### config.mk
export PLATFORM = sky130hd
export DESIGN_NAME = bmd_ep_mem
export DESIGN_NICKNAME = d
export VERILOG_FILES = /design/src/hdl/bmd_pkg.sv /design/src/hdl/bmd_ep_mem.sv /design/src/hdl/cpl_tracker.sv /design/src/hdl/csr_regfile.sv /design/src/hdl/dma_perf_monitor.sv
export SDC_FILE = /design/constraint.sdc
export NUM_CORES = 1
export LEC_CHECK = 0
export ABC_CLOCK_PERIOD_IN_PS = 11560
export BUFFER_PORTS_ARGS = -buffer_cell sky130_fd_sc_hd__buf_2
export CAP_MARGIN = 40
export CORE_UTILIZATION = 33
export CTS_BUF_LIST = sky130_fd_sc_hd__clkbuf_4
export CTS_CLUSTER_DIAMETER = 60
export DETAILED_ROUTE_END_ITERATION = 7
export SLEW_MARGIN = 10
export SYNTH_ARGS = -nofsm -noshare
export SYNTH_HDL_FRONTEND = slang
export SYNTH_SLANG_ARGS = --single-unit
export TNS_END_PERCENT = 30
### constraint.sdc
create_clock -name clk -period 11.56 [get_ports clk]
set_input_delay 0.578 -clock clk [delete_from_list [all_inputs] [get_ports clk]]
set_output_delay 0.578 -clock clk [all_outputs]
set_load 0.01 [all_outputs]
### src/hdl/bmd_pkg.sv
// Shared types and constants for the bus-master DMA endpoint register block
`default_nettype none

package bmd_pkg;

   ////////////////////////////////////////////////////////////////////////////
   // Identity and reset constants
   ////////////////////////////////////////////////////////////////////////////

   // Width of the DWORD register index
   localparam int CSR_ADDR_W = 7;

   // Identity fields shown in the control register
   localparam logic [7:0] FPGA_FAMILY    = 8'h15;
   localparam logic [3:0] INTERFACE_TYPE = 4'h2;
   localparam logic [7:0] VERSION_NUMBER = 8'h16;

   // Both weighted round-robin counts start here
   localparam logic [7:0] WRR_CNT_RESET = 8'h04;

   ////////////////////////////////////////////////////////////////////////////
   // Register map
   ////////////////////////////////////////////////////////////////////////////

   // DWORD index of each register, any other index reads as zero
   typedef enum logic [CSR_ADDR_W-1:0] {
      REG_CTRL         = 7'd0,
      REG_DMA_CS       = 7'd1,
      REG_MWR_ADDR     = 7'd2,
      REG_MWR_LEN      = 7'd3,
      REG_MWR_COUNT    = 7'd4,
      REG_MWR_DATA     = 7'd5,
      REG_CPL_DATA     = 7'd6,
      REG_MRD_ADDR     = 7'd7,
      REG_MRD_LEN      = 7'd8,
      REG_MRD_COUNT    = 7'd9,
      REG_MWR_PERF     = 7'd10,
      REG_MRD_PERF     = 7'd11,
      REG_CPL_STATUS   = 7'd12,
      REG_CPLD_FOUND   = 7'd13,
      REG_CPLD_SIZE    = 7'd14,
      REG_LINK_WIDTH   = 7'd15,
      REG_LINK_PAYLOAD = 7'd16,
      REG_ARB_CTRL     = 7'd17
   } csr_idx_e;

   ////////////////////////////////////////////////////////////////////////////
   // Grouped signals
   ////////////////////////////////////////////////////////////////////////////

   // One DMA descriptor, same shape for write and read
   typedef struct packed {
      logic [31:0] addr;
      logic [15:0] len;             // Length in DWORDs
      logic [15:0] count;           // Packet count
      logic [2:0]  tc;              // Traffic class
      logic        en_64b;
      logic        phant_func_dis1;
      logic [7:0]  up_addr;         // Upper address byte for 64-bit TLPs
      logic        relaxed;
      logic        nosnoop;
      logic        int_dis;
      logic        start;
   } dma_desc_t;

   // Completion status reported by the receive engine
   typedef struct packed {
      logic [7:0]  ur_found;
      logic [7:0]  ur_tag;
      logic [31:0] found;
      logic [31:0] data_size;
      logic        malformed;
      logic        data_err;
   } cpl_status_t;

   // Negotiated link settings from the config space
   typedef struct packed {
      logic [3:0] lnk_width;
      logic [1:0] max_payload;
      logic [2:0] max_rd_req;
   } link_cfg_t;

endpackage

`default_nettype wire

### src/hdl/bmd_ep_mem.sv
// Top of the DMA endpoint register block, joins register file, tracker and monitor
`timescale 1ns/10ps
`default_nettype none

module bmd_ep_mem
   import bmd_pkg::*;
#(
   parameter int CPL_SIZE_W = 21,
   parameter int PERF_W     = 32
) (
   input  wire              clk,
   input  wire              rst_i,
   // Register port
   input  wire csr_idx_e    a_i,
   input  wire              wr_en_i,
   input  wire [31:0]       wr_d_i,
   output logic [31:0]      rd_d_o,
   // Engine controls
   output logic             init_rst_o,
   output dma_desc_t        mwr_desc_o,
   output dma_desc_t        mrd_desc_o,
   output logic [31:0]      mwr_data_o,
   output logic             mwr_zerolen_en_o,
   output logic [3:0]       trn_wait_count_o,
   output logic [31:0]      cpld_data_o,
   output logic             rd_metering_o,
   output logic [7:0]       mwr_wrr_cnt_o,
   output logic [7:0]       mrd_wrr_cnt_o,
   output logic             mrd_done_o,
   // Engine status
   input  wire              mwr_done_i,
   input  wire cpl_status_t cpl_status_i,
   input  wire link_cfg_t   link_cfg_i,
   input  wire              tags_all_back_i
);

   // Performance counts back to the register file
   logic [31:0] mwr_perf;
   logic [31:0] mrd_perf;

   ////////////////////////////////////////////////////////////////////////////
   // Register file
   ////////////////////////////////////////////////////////////////////////////

   csr_regfile u_csr_regfile (
      .clk              (clk),
      .rst_i            (rst_i),
      .a_i              (a_i),
      .wr_en_i          (wr_en_i),
      .wr_d_i           (wr_d_i),
      .rd_d_o           (rd_d_o),
      .mwr_done_i       (mwr_done_i),
      .mrd_done_i       (mrd_done_o),
      .cpl_status_i     (cpl_status_i),
      .link_cfg_i       (link_cfg_i),
      .mwr_perf_i       (mwr_perf),
      .mrd_perf_i       (mrd_perf),
      .init_rst_o       (init_rst_o),
      .mwr_desc_o       (mwr_desc_o),
      .mrd_desc_o       (mrd_desc_o),
      .mwr_data_o       (mwr_data_o),
      .mwr_zerolen_en_o (mwr_zerolen_en_o),
      .trn_wait_count_o (trn_wait_count_o),
      .cpld_data_o      (cpld_data_o),
      .rd_metering_o    (rd_metering_o),
      .mwr_wrr_cnt_o    (mwr_wrr_cnt_o),
      .mrd_wrr_cnt_o    (mrd_wrr_cnt_o)
   );

   ////////////////////////////////////////////////////////////////////////////
   // Read completion tracking
   ////////////////////////////////////////////////////////////////////////////

   cpl_tracker #(
      .CPL_SIZE_W (CPL_SIZE_W)
   ) u_cpl_tracker (
      .clk              (clk),
      .init_rst_i       (init_rst_o),
      .mrd_desc_i       (mrd_desc_o),
      .cpld_data_size_i (cpl_status_i.data_size),
      .tags_all_back_i  (tags_all_back_i),
      .mrd_done_o       (mrd_done_o)
   );

   ////////////////////////////////////////////////////////////////////////////
   // Transfer timing
   ////////////////////////////////////////////////////////////////////////////

   dma_perf_monitor #(
      .PERF_W (PERF_W)
   ) u_dma_perf_monitor (
      .clk         (clk),
      .init_rst_i  (init_rst_o),
      .mwr_start_i (mwr_desc_o.start),
      .mwr_done_i  (mwr_done_i),
      .mrd_start_i (mrd_desc_o.start),
      .mrd_done_i  (mrd_done_o),
      .mwr_perf_o  (mwr_perf),
      .mrd_perf_o  (mrd_perf)
   );

endmodule

`default_nettype wire

### src/hdl/cpl_tracker.sv
// Tracks read-DMA completions against the expected size and raises read-done
`timescale 1ns/10ps
`default_nettype none

module cpl_tracker
   import bmd_pkg::*;
#(
   parameter int CPL_SIZE_W = 21
) (
   input  wire            clk,
   input  wire            init_rst_i,
   input  wire dma_desc_t mrd_desc_i,
   input  wire [31:0]     cpld_data_size_i,
   input  wire            tags_all_back_i,
   output logic           mrd_done_o
);

   typedef enum logic [1:0] {
      TRK_IDLE,
      TRK_WAIT,
      TRK_DONE
   } trk_state_e;

   trk_state_e            state_q;
   trk_state_e            state_d;
   logic [31:0]           exp_prod;
   logic [CPL_SIZE_W-1:0] exp_size_q;
   logic [CPL_SIZE_W-1:0] rcv_size_q;
   logic                  size_match_q;
   logic                  all_back;

   ////////////////////////////////////////////////////////////////////////////
   // Size pipeline
   ////////////////////////////////////////////////////////////////////////////

   // Expected DWORDs is length times packet count
   assign exp_prod = 32'(mrd_desc_i.len) * 32'(mrd_desc_i.count);

   always_ff @(posedge clk) begin
      exp_size_q <= exp_prod[CPL_SIZE_W-1:0];
      rcv_size_q <= cpld_data_size_i[CPL_SIZE_W-1:0];
   end

   always_ff @(posedge clk) begin
      if (init_rst_i) begin
         size_match_q <= 1'b0;
      end else begin
         size_match_q <= (exp_size_q == rcv_size_q);
      end
   end

   // Every byte counted and every tag returned
   assign all_back = size_match_q && tags_all_back_i;

   ////////////////////////////////////////////////////////////////////////////
   // Tracker FSM
   ////////////////////////////////////////////////////////////////////////////

   always_comb begin
      state_d = state_q;
      case (state_q)
         TRK_IDLE: begin
            if (mrd_desc_i.start) begin
               state_d = all_back ? TRK_DONE : TRK_WAIT;
            end
         end
         TRK_WAIT: begin
            // Software dropped the start bit before the data came back
            if (!mrd_desc_i.start) begin
               state_d = TRK_IDLE;
            end else if (all_back) begin
               state_d = TRK_DONE;
            end
         end
         // Sticky until initiator reset
         TRK_DONE: state_d = TRK_DONE;
         default:  state_d = TRK_IDLE;
      endcase
   end

   always_ff @(posedge clk) begin
      if (init_rst_i) begin
         state_q <= TRK_IDLE;
      end else begin
         state_q <= state_d;
      end
   end

   assign mrd_done_o = (state_q == TRK_DONE);

endmodule

`default_nettype wire

### src/hdl/csr_regfile.sv
// Software register file of the DMA endpoint with field decode and registered readback
`timescale 1ns/10ps
`default_nettype none

module csr_regfile
   import bmd_pkg::*;
(
   input  wire              clk,
   input  wire              rst_i,
   // Register port
   input  wire csr_idx_e    a_i,
   input  wire              wr_en_i,
   input  wire [31:0]       wr_d_i,
   output logic [31:0]      rd_d_o,
   // Status from the engines
   input  wire              mwr_done_i,
   input  wire              mrd_done_i,
   input  wire cpl_status_t cpl_status_i,
   input  wire link_cfg_t   link_cfg_i,
   input  wire [31:0]       mwr_perf_i,
   input  wire [31:0]       mrd_perf_i,
   // Control outputs
   output logic             init_rst_o,
   output dma_desc_t        mwr_desc_o,
   output dma_desc_t        mrd_desc_o,
   output logic [31:0]      mwr_data_o,
   output logic             mwr_zerolen_en_o,
   output logic [3:0]       trn_wait_count_o,
   output logic [31:0]      cpld_data_o,
   output logic             rd_metering_o,
   output logic [7:0]       mwr_wrr_cnt_o,
   output logic [7:0]       mrd_wrr_cnt_o
);

   // Read word before the output register
   logic [31:0] rd_word;

   ////////////////////////////////////////////////////////////////////////////
   // Write decode
   ////////////////////////////////////////////////////////////////////////////

   always_ff @(posedge clk) begin
      if (rst_i) begin
         // Hardware reset holds the initiator in reset
         init_rst_o       <= 1'b1;
         mwr_desc_o       <= '0;
         mrd_desc_o       <= '0;
         mwr_data_o       <= '0;
         mwr_zerolen_en_o <= 1'b0;
         trn_wait_count_o <= '0;
         cpld_data_o      <= '0;
         rd_metering_o    <= 1'b0;
         mwr_wrr_cnt_o    <= WRR_CNT_RESET;
         mrd_wrr_cnt_o    <= WRR_CNT_RESET;
      end else begin
         if (wr_en_i) begin
            case (a_i)
               REG_CTRL: init_rst_o <= wr_d_i[0];
               REG_DMA_CS: begin
                  // Write engine controls in the low half
                  mwr_desc_o.start   <= wr_d_i[0];
                  mwr_desc_o.relaxed <= wr_d_i[5];
                  mwr_desc_o.nosnoop <= wr_d_i[6];
                  mwr_desc_o.int_dis <= wr_d_i[7];
                  // Read engine controls in the high half
                  mrd_desc_o.start   <= wr_d_i[16];
                  mrd_desc_o.relaxed <= wr_d_i[21];
                  mrd_desc_o.nosnoop <= wr_d_i[22];
                  mrd_desc_o.int_dis <= wr_d_i[23];
               end
               REG_MWR_ADDR: mwr_desc_o.addr <= wr_d_i;
               REG_MWR_LEN: begin
                  mwr_desc_o.len             <= wr_d_i[15:0];
                  mwr_desc_o.tc              <= wr_d_i[18:16];
                  mwr_desc_o.en_64b          <= wr_d_i[19];
                  mwr_desc_o.phant_func_dis1 <= wr_d_i[20];
                  mwr_zerolen_en_o           <= wr_d_i[21];
                  mwr_desc_o.up_addr         <= wr_d_i[31:24];
               end
               REG_MWR_COUNT: begin
                  mwr_desc_o.count <= wr_d_i[15:0];
                  trn_wait_count_o <= wr_d_i[19:16];
               end
               REG_MWR_DATA: mwr_data_o <= wr_d_i;
               // Expected payload of read completions
               REG_CPL_DATA: cpld_data_o <= wr_d_i;
               REG_MRD_ADDR: mrd_desc_o.addr <= wr_d_i;
               REG_MRD_LEN: begin
                  mrd_desc_o.len             <= wr_d_i[15:0];
                  mrd_desc_o.tc              <= wr_d_i[18:16];
                  mrd_desc_o.en_64b          <= wr_d_i[19];
                  mrd_desc_o.phant_func_dis1 <= wr_d_i[20];
                  mrd_desc_o.up_addr         <= wr_d_i[31:24];
               end
               REG_MRD_COUNT: mrd_desc_o.count <= wr_d_i[15:0];
               REG_ARB_CTRL: begin
                  rd_metering_o <= wr_d_i[1];
                  mwr_wrr_cnt_o <= wr_d_i[23:16];
                  mrd_wrr_cnt_o <= wr_d_i[31:24];
               end
               // Read-only and unmapped indices ignore writes
               default: ;
            endcase
         end
         // Initiator reset wins over a start written in the same cycle
         if (init_rst_o) begin
            mwr_desc_o.start <= 1'b0;
            mrd_desc_o.start <= 1'b0;
         end
      end
   end

   ////////////////////////////////////////////////////////////////////////////
   // Readback mux
   ////////////////////////////////////////////////////////////////////////////

   always_comb begin
      case (a_i)
         REG_CTRL:
            rd_word = {FPGA_FAMILY, 4'b0, INTERFACE_TYPE, VERSION_NUMBER, 7'b0, init_rst_o};
         // Control bits read back where they are written
         REG_DMA_CS:
            rd_word = {cpl_status_i.data_err, 6'b0, mrd_done_i,
                       mrd_desc_o.int_dis, mrd_desc_o.nosnoop, mrd_desc_o.relaxed, 4'b0,
                       mrd_desc_o.start,
                       7'b0, mwr_done_i,
                       mwr_desc_o.int_dis, mwr_desc_o.nosnoop, mwr_desc_o.relaxed, 4'b0,
                       mwr_desc_o.start};
         REG_MWR_ADDR: rd_word = mwr_desc_o.addr;
         REG_MWR_LEN:
            rd_word = {mwr_desc_o.up_addr, 2'b0, mwr_zerolen_en_o,
                       mwr_desc_o.phant_func_dis1, mwr_desc_o.en_64b, mwr_desc_o.tc,
                       mwr_desc_o.len};
         REG_MWR_COUNT: rd_word = {12'b0, trn_wait_count_o, mwr_desc_o.count};
         REG_MWR_DATA:  rd_word = mwr_data_o;
         REG_CPL_DATA:  rd_word = cpld_data_o;
         REG_MRD_ADDR:  rd_word = mrd_desc_o.addr;
         REG_MRD_LEN:
            rd_word = {mrd_desc_o.up_addr, 3'b0, mrd_desc_o.phant_func_dis1,
                       mrd_desc_o.en_64b, mrd_desc_o.tc, mrd_desc_o.len};
         REG_MRD_COUNT: rd_word = {16'b0, mrd_desc_o.count};
         // Cycle counts from the monitor
         REG_MWR_PERF: rd_word = mwr_perf_i;
         REG_MRD_PERF: rd_word = mrd_perf_i;
         REG_CPL_STATUS:
            rd_word = {15'b0, cpl_status_i.malformed, cpl_status_i.ur_tag,
                       cpl_status_i.ur_found};
         REG_CPLD_FOUND: rd_word = cpl_status_i.found;
         REG_CPLD_SIZE:  rd_word = cpl_status_i.data_size;
         REG_LINK_WIDTH: rd_word = {26'b0, link_cfg_i.lnk_width, 2'b0};
         REG_LINK_PAYLOAD:
            rd_word = {17'b0, link_cfg_i.max_rd_req, 5'b0, link_cfg_i.max_payload, 5'b0};
         REG_ARB_CTRL:
            rd_word = {mrd_wrr_cnt_o, mwr_wrr_cnt_o, 14'b0, rd_metering_o, 1'b0};
         default: rd_word = '0;
      endcase
   end

   // Readback register, loads every cycle
   always_ff @(posedge clk) begin
      rd_d_o <= rd_word;
   end

endmodule

`default_nettype wire

### src/hdl/dma_perf_monitor.sv
// Cycle counters that time the active write and read DMA transfers
`timescale 1ns/10ps
`default_nettype none

module dma_perf_monitor #(
   parameter int PERF_W = 32
) (
   input  wire         clk,
   input  wire         init_rst_i,
   input  wire         mwr_start_i,
   input  wire         mwr_done_i,
   input  wire         mrd_start_i,
   input  wire         mrd_done_i,
   output logic [31:0] mwr_perf_o,
   output logic [31:0] mrd_perf_o
);

   ////////////////////////////////////////////////////////////////////////////
   // Channel 0 is the write engine, channel 1 the read engine
   ////////////////////////////////////////////////////////////////////////////

   logic [1:0]        start_v;
   logic [1:0]        done_v;
   logic [PERF_W-1:0] cnt_q [2];

   assign start_v = {mrd_start_i, mwr_start_i};
   assign done_v  = {mrd_done_i, mwr_done_i};

   // Count while started and not yet done
   always_ff @(posedge clk) begin
      for (int i = 0; i < 2; i++) begin
         if (init_rst_i) begin
            cnt_q[i] <= '0;
         end else if (start_v[i] && !done_v[i]) begin
            cnt_q[i] <= cnt_q[i] + 1'b1;
         end
      end
   end

   // Zero-extend to the register width
   assign mwr_perf_o = 32'(cnt_q[0]);
   assign mrd_perf_o = 32'(cnt_q[1]);

endmodule

`default_nettype wire

# After elaboration in Yosys (flattened, before gate mapping)
# Memory sizes are Yosys's and may differ from the RTL's.
# Cells that the tools add are included.
# classes
add_sub_neg	2
n_reduce_logical	20
n_bitwise	2
n_eq_ne	22
mul	1
muxes	16
# ops
op	n
$pmux 32 s18	1
$add 32x1->32 const B	2
$mux 32	2
$eq 7x4->1 const B	8
$eq 7x3->1 const B	4
$reduce_and 2->1	12
$eq 21x21->1	1
$mul 16x16->21	1
$eq 7x2->1 const B	2
$eq 7x5->1 const B	2
$mux 1	8
$mux 2	4
$eq 7x1->1 const B	1
$logic_not 7->1	1
$pmux 2 s3	1
$logic_and 1x1->1	3
$ne 3x2->1 const B	1
$eq 2x1->1 const B	1
$eq 2x2->1 const B	1
$logic_not 1->1	2
$logic_not 2->1	1
$ne 2x2->1 const B	1
$or 1x1->1	2
$reduce_or 2->1	1
# word_totals
mem_bits_rw	64
regBits	326
n_memories	1
elab_cells	99
inputBits	135
out_inout_bits	282
# mem_list
name	depth	word_bits	read_ports	rd_ports_with_merged_regs	wr	line	text
u_dma_perf_monitor.cnt_q	2	32	2	0	2	dma_perf_monitor.sv:24	logic [PERF_W-1:0] cnt_q [2];

# Depth between registers and ports, before layout
# logic_depth
ltp_word	7
depth_mapped	22
depth_no_buf	20

# Hierarchy
# From an unflattened synthesis, not the netlist that was laid out.
# hier_totals
cells_unflattened	2824
hier_area_um2	23895.4
# modules_own_cells
mod	seq_area_each_um2	area_per_inst_um2	n_inst	cells_per_inst
csr_regfile	5625.4	12982.5	1	1684
cpl_tracker	900.9	7260.7	1	788
dma_perf_monitor	1921.8	3652.3	1	352

# Least setup slack after synthesis
# No wires, ideal clock.
# synth_path
path_type	flip-flop to flip-flop
start	register, netlist name u_csr_regfile.mrd_desc_o[18]
end	register u_cpl_tracker.exp_size_q[18]
path_stages_with_launch	19
n_path_buf	1
required_time_ps	11478
path_slack_ps	5975
setup_ps	82
t_arrival_ps	5503
period_less_slack_ps	5585
cell_sequence	dfxtp_1 clkbuf_1 nand2_1 fa_1 fa_1 fa_1 fa_1 inv_1 fa_1 inv_1 fa_1 inv_1 ha_1 nand3_1 a21oi_2 a2111oi_1 o31a_1 or4b_1 o2111ai_1
# synth_between
elab_chain_len	1
# synth_rtl
item	line	text
$mul 16x16->21	cpl_tracker.sv:37	assign exp_prod = 32'(mrd_desc_i.len) * 32'(mrd_desc_i.count);
named net u_cpl_tracker.exp_prod[18]	cpl_tracker.sv:26	logic [31:0] exp_prod;
end signal: assignment	cpl_tracker.sv:40	exp_size_q <= exp_prod[CPL_SIZE_W-1:0];
end: declaration	cpl_tracker.sv:27	logic [CPL_SIZE_W-1:0] exp_size_q;
# The timed path passes the listed nets, and every way through them passes these cells.
# A chain may end at the register's enable or synchronous reset.

# Worst setup path after layout
# layout_path
start	register, netlist name u_csr_regfile.mrd_desc_o[18]
end	register u_cpl_tracker.exp_size_q[18]
# layout_between
elab_chain_len	1
# layout_rtl
item	line
$mul 16x16->21	cpl_tracker.sv:37
named net u_cpl_tracker.exp_prod[18]	cpl_tracker.sv:26
# The timed path passes the listed nets, and every way through them passes these cells.

==> results.cfg <==
[outcome]
status = finished, final reports clean

[synth]
ys_types = 75
ys_async_sr_fraction_pct = 0
yosysWarningCount = 0
synth-edff-count = 64
syn_inst = 2731
synth_ff_type = dfxtp_1
ys_seq_elements = 390
syn_nets = 3069
syn_area_mm2 = 0.0232
syn_avg_cell_area_um2 = 8.49
ys_seq_area_share_pct = 36.4

[power_and_ir_drop]
p_per_area_mw_per_mm2 = 103
p_leak_uw = 0.0119
ir_drop_uv = 73.8
power_uw = 2880

[floorplan]
die_w_um = 267
start_util_pct = 33.6
core_mm2 = 0.0691
die_h_um = 267
rows = 96
dieArea_mm2 = 0.0713
ios = 417

[timing]
hold_violations = 0
setup_viol = 0
grt_setup_unrepaired = false
relSlewSlack_pct = 38.2
period_minus_slack_ns = 5.95
worst_slew_pin_slew_ns = 0.923
timing.hold.ws_ns = 0.0639
maxSlewViolCount = 0
clock_skew_ns = 0.0902
clock.fmax_ghz = 0.168
fin_tns_setup_ns = 0
post-route-period-util_pct = 51.4

[clocking]
cts_root_buf = clkbuf_4
cts_buffers = 109
path_clk_slew_ns = 0.07
hold_buffers = 68
cts_tree = built
htree_levels = 3
postCtsSetupBuffers = 0
cts_resized = 0
clockBufferDepth = 3
insertion_delay_ns = 0.92
clock-sinks = 390

[hold_path]
hp-class = in -> reg

[placement]
dp_hpwl_um = 72900
dpl-instance-area_mm2 = 0.0260
port_buffers = 416
dp.cells = 3926
finalWeightedCongestion = 0.928

[global_routing]
grt_use_total_pct = 27.9
antenna_found_initial = 8
grt_pass1_wl_um = 146000
grt_max_degree = 93
grt_pass1_vias = 21500
grt_overflow = 0

[worst_setup_path]
critPathRequiredTime_ns = 12.36
end_kind = flip-flop
worstSetupStartpointType = flip-flop
critPathMaxFanout = 19
path_class = reg -> reg
cp_data_arrival_time_ns = 6.74

[drt]
ant_nets = 0
wl_per_cell_um = 24.0
drt_wl_total_um = 101000
vias_per_cell = 5.31
vias = 22300
dr.first_iter.drc_count = 2547
first_pass_iters = 8
route.detailed.drc = 0

[cells_and_area]
finalNonFillerCells = 4196
fin_area_mm2 = 0.0281
nets = 3513
syn2layout_area_growth_pct = 21.2
drive_above_1_share_pct = 21.2

[run]
max-cap-violations = 0
## path summary, 6_finish.rpt
path	start	depth (start not counted)	to	slack [ns]
worst max-delay path	u_csr_regfile.mrd_desc_o[18]	17	u_cpl_tracker.exp_size_q[18]	5.61
worst min-delay path	cpl_status_i[24]	4	u_csr_regfile.rd_d_o[22]	0.06
worst max register to register	u_csr_regfile.mrd_desc_o[18]	17	u_cpl_tracker.exp_size_q[18]	5.61
worst min register to register	u_cpl_tracker.state_q[1]	1	u_cpl_tracker.state_q[0]	0.45
## kinds of logic (layout without fill, tap and decap cells)
family / after synthesis / count (layout) / share of synthesized area, %
and+or+nand+nor: 1038 / 1038 / 19.7
AOI/OAI and AO/OA: 517 / 517 / 13.4
buffers and inverters: 400 / 931 / 7.04
DFF: 390 / 390 / 36.4
adders and majority gates: 203 / 203 / 15.5
xor gates and xnor gates: 107 / 107 / 4.10
muxes: 76 / 76 / 3.83
other: 0 / 3 / 0
## cell usage after synthesis, types with 11 or more instances
cell type	number	share of area, %
nand2_1	688	11
dfxtp_1	326	28
a21oi_1	307	6.6
inv_1	202	3.3
fa_1	142	12
clkbuf_1	107	1.7
nor2_1	104	1.7
and2_1	91	2.5
buf_2	77	1.7
edfxtp_1	64	8.3
xor2_1	64	2.4
ha_1	61	3.3
nand3_1	58	1.3
mux2i_1	47	2.0
xnor2_1	42	1.6
a22oi_1	39	1.3
o21ai_0	31	0.67
a221oi_1	21	0.79
mux2_2	21	1.0
nand4_1	20	0.54
a222oi_1	18	0.78
o22ai_1	18	0.49
o21ai_1	16	0.35
and3_1	12	0.32
a22o_1	11	0.42
## registers in the layout, summed over array words and instances, names as in the netlist, 2 cells and up
name,flops
u_csr_regfile.rd_d_o,32
u_csr_regfile.mrd_wrr_cnt_o,8
u_cpl_tracker.exp_size_q,21
u_csr_regfile.mwr_data_o,32
u_csr_regfile.mwr_wrr_cnt_o,8
u_csr_regfile.trn_wait_count_o,4
u_cpl_tracker.state_q,2
u_cpl_tracker.rcv_size_q,21
u_csr_regfile.cpld_data_o,32
u_csr_regfile.mrd_desc_o,81
u_csr_regfile.mwr_desc_o,81
u_dma_perf_monitor.cnt_q,64
## cells in the final DEF (no fill, tap or decap), types with 61 or more instances in the layout
cell and count:
a21oi_1 307, clkbuf_4 168, dlygate4sd3_1 68, ha_1 61
and2_1 90, nand2_1 688, fa_1 142, buf_2 414
dfxtp_1 326, edfxtp_1 64, nor2_1 103, xor2_1 64
inv_1 202
## metal layers
metal / track usage, % / wire (um)
met2: 42.5 / 44700
met5: 0 / 38
met3: 8.95 / 12900
met4: 10.7 / 3610
met1: 36.5 / 39500
## report_power, final
group          internal (uW)  switching (uW)  leakage [uW]  total, uW
Sequential              1380            7.13       0.00342       1390
Combinational           56.7             121       0.00761        178
Clock                    668             647      0.000852       1310
Total                   2110             775        0.0119       2880
## critical path: stages, from the launching register on
cell and delay, ns:
dfxtp_1 0.80, nand2_1 0.18, fa_1 0.54, fa_1 0.58
fa_1 0.45, fa_1 0.55, inv_1 0.05, fa_1 0.47
inv_1 0.05, fa_1 0.47, inv_1 0.04, ha_1 0.35
nand3_1 0.11, a21oi_2 0.20, a2111oi_1 0.13, o31a_1 0.30
or4b_1 0.47, o2111ai_1 0.09
## metrics by stage
step           util [%]  setup slack [ns]
3_3_place_gp       37.5              5.75
2_1_floorplan         -              5.98
6_report           40.7              5.61
5_1_grt            40.7              5.32
4_1_cts            40.7              5.64
3_5_place_dp       37.6              5.67
## cell type report
type	instances	area, um2
clock inverter	30	163
clock buffer	168	1260
inverter	204	766
multi-input combinational	1941	13100
tap	931	1160
antenna	3	7.51
fill	6988	41000
timing repair buffer	529	3180
sequential	390	8450
Note: power is estimated with default switching activity, not from simulation.
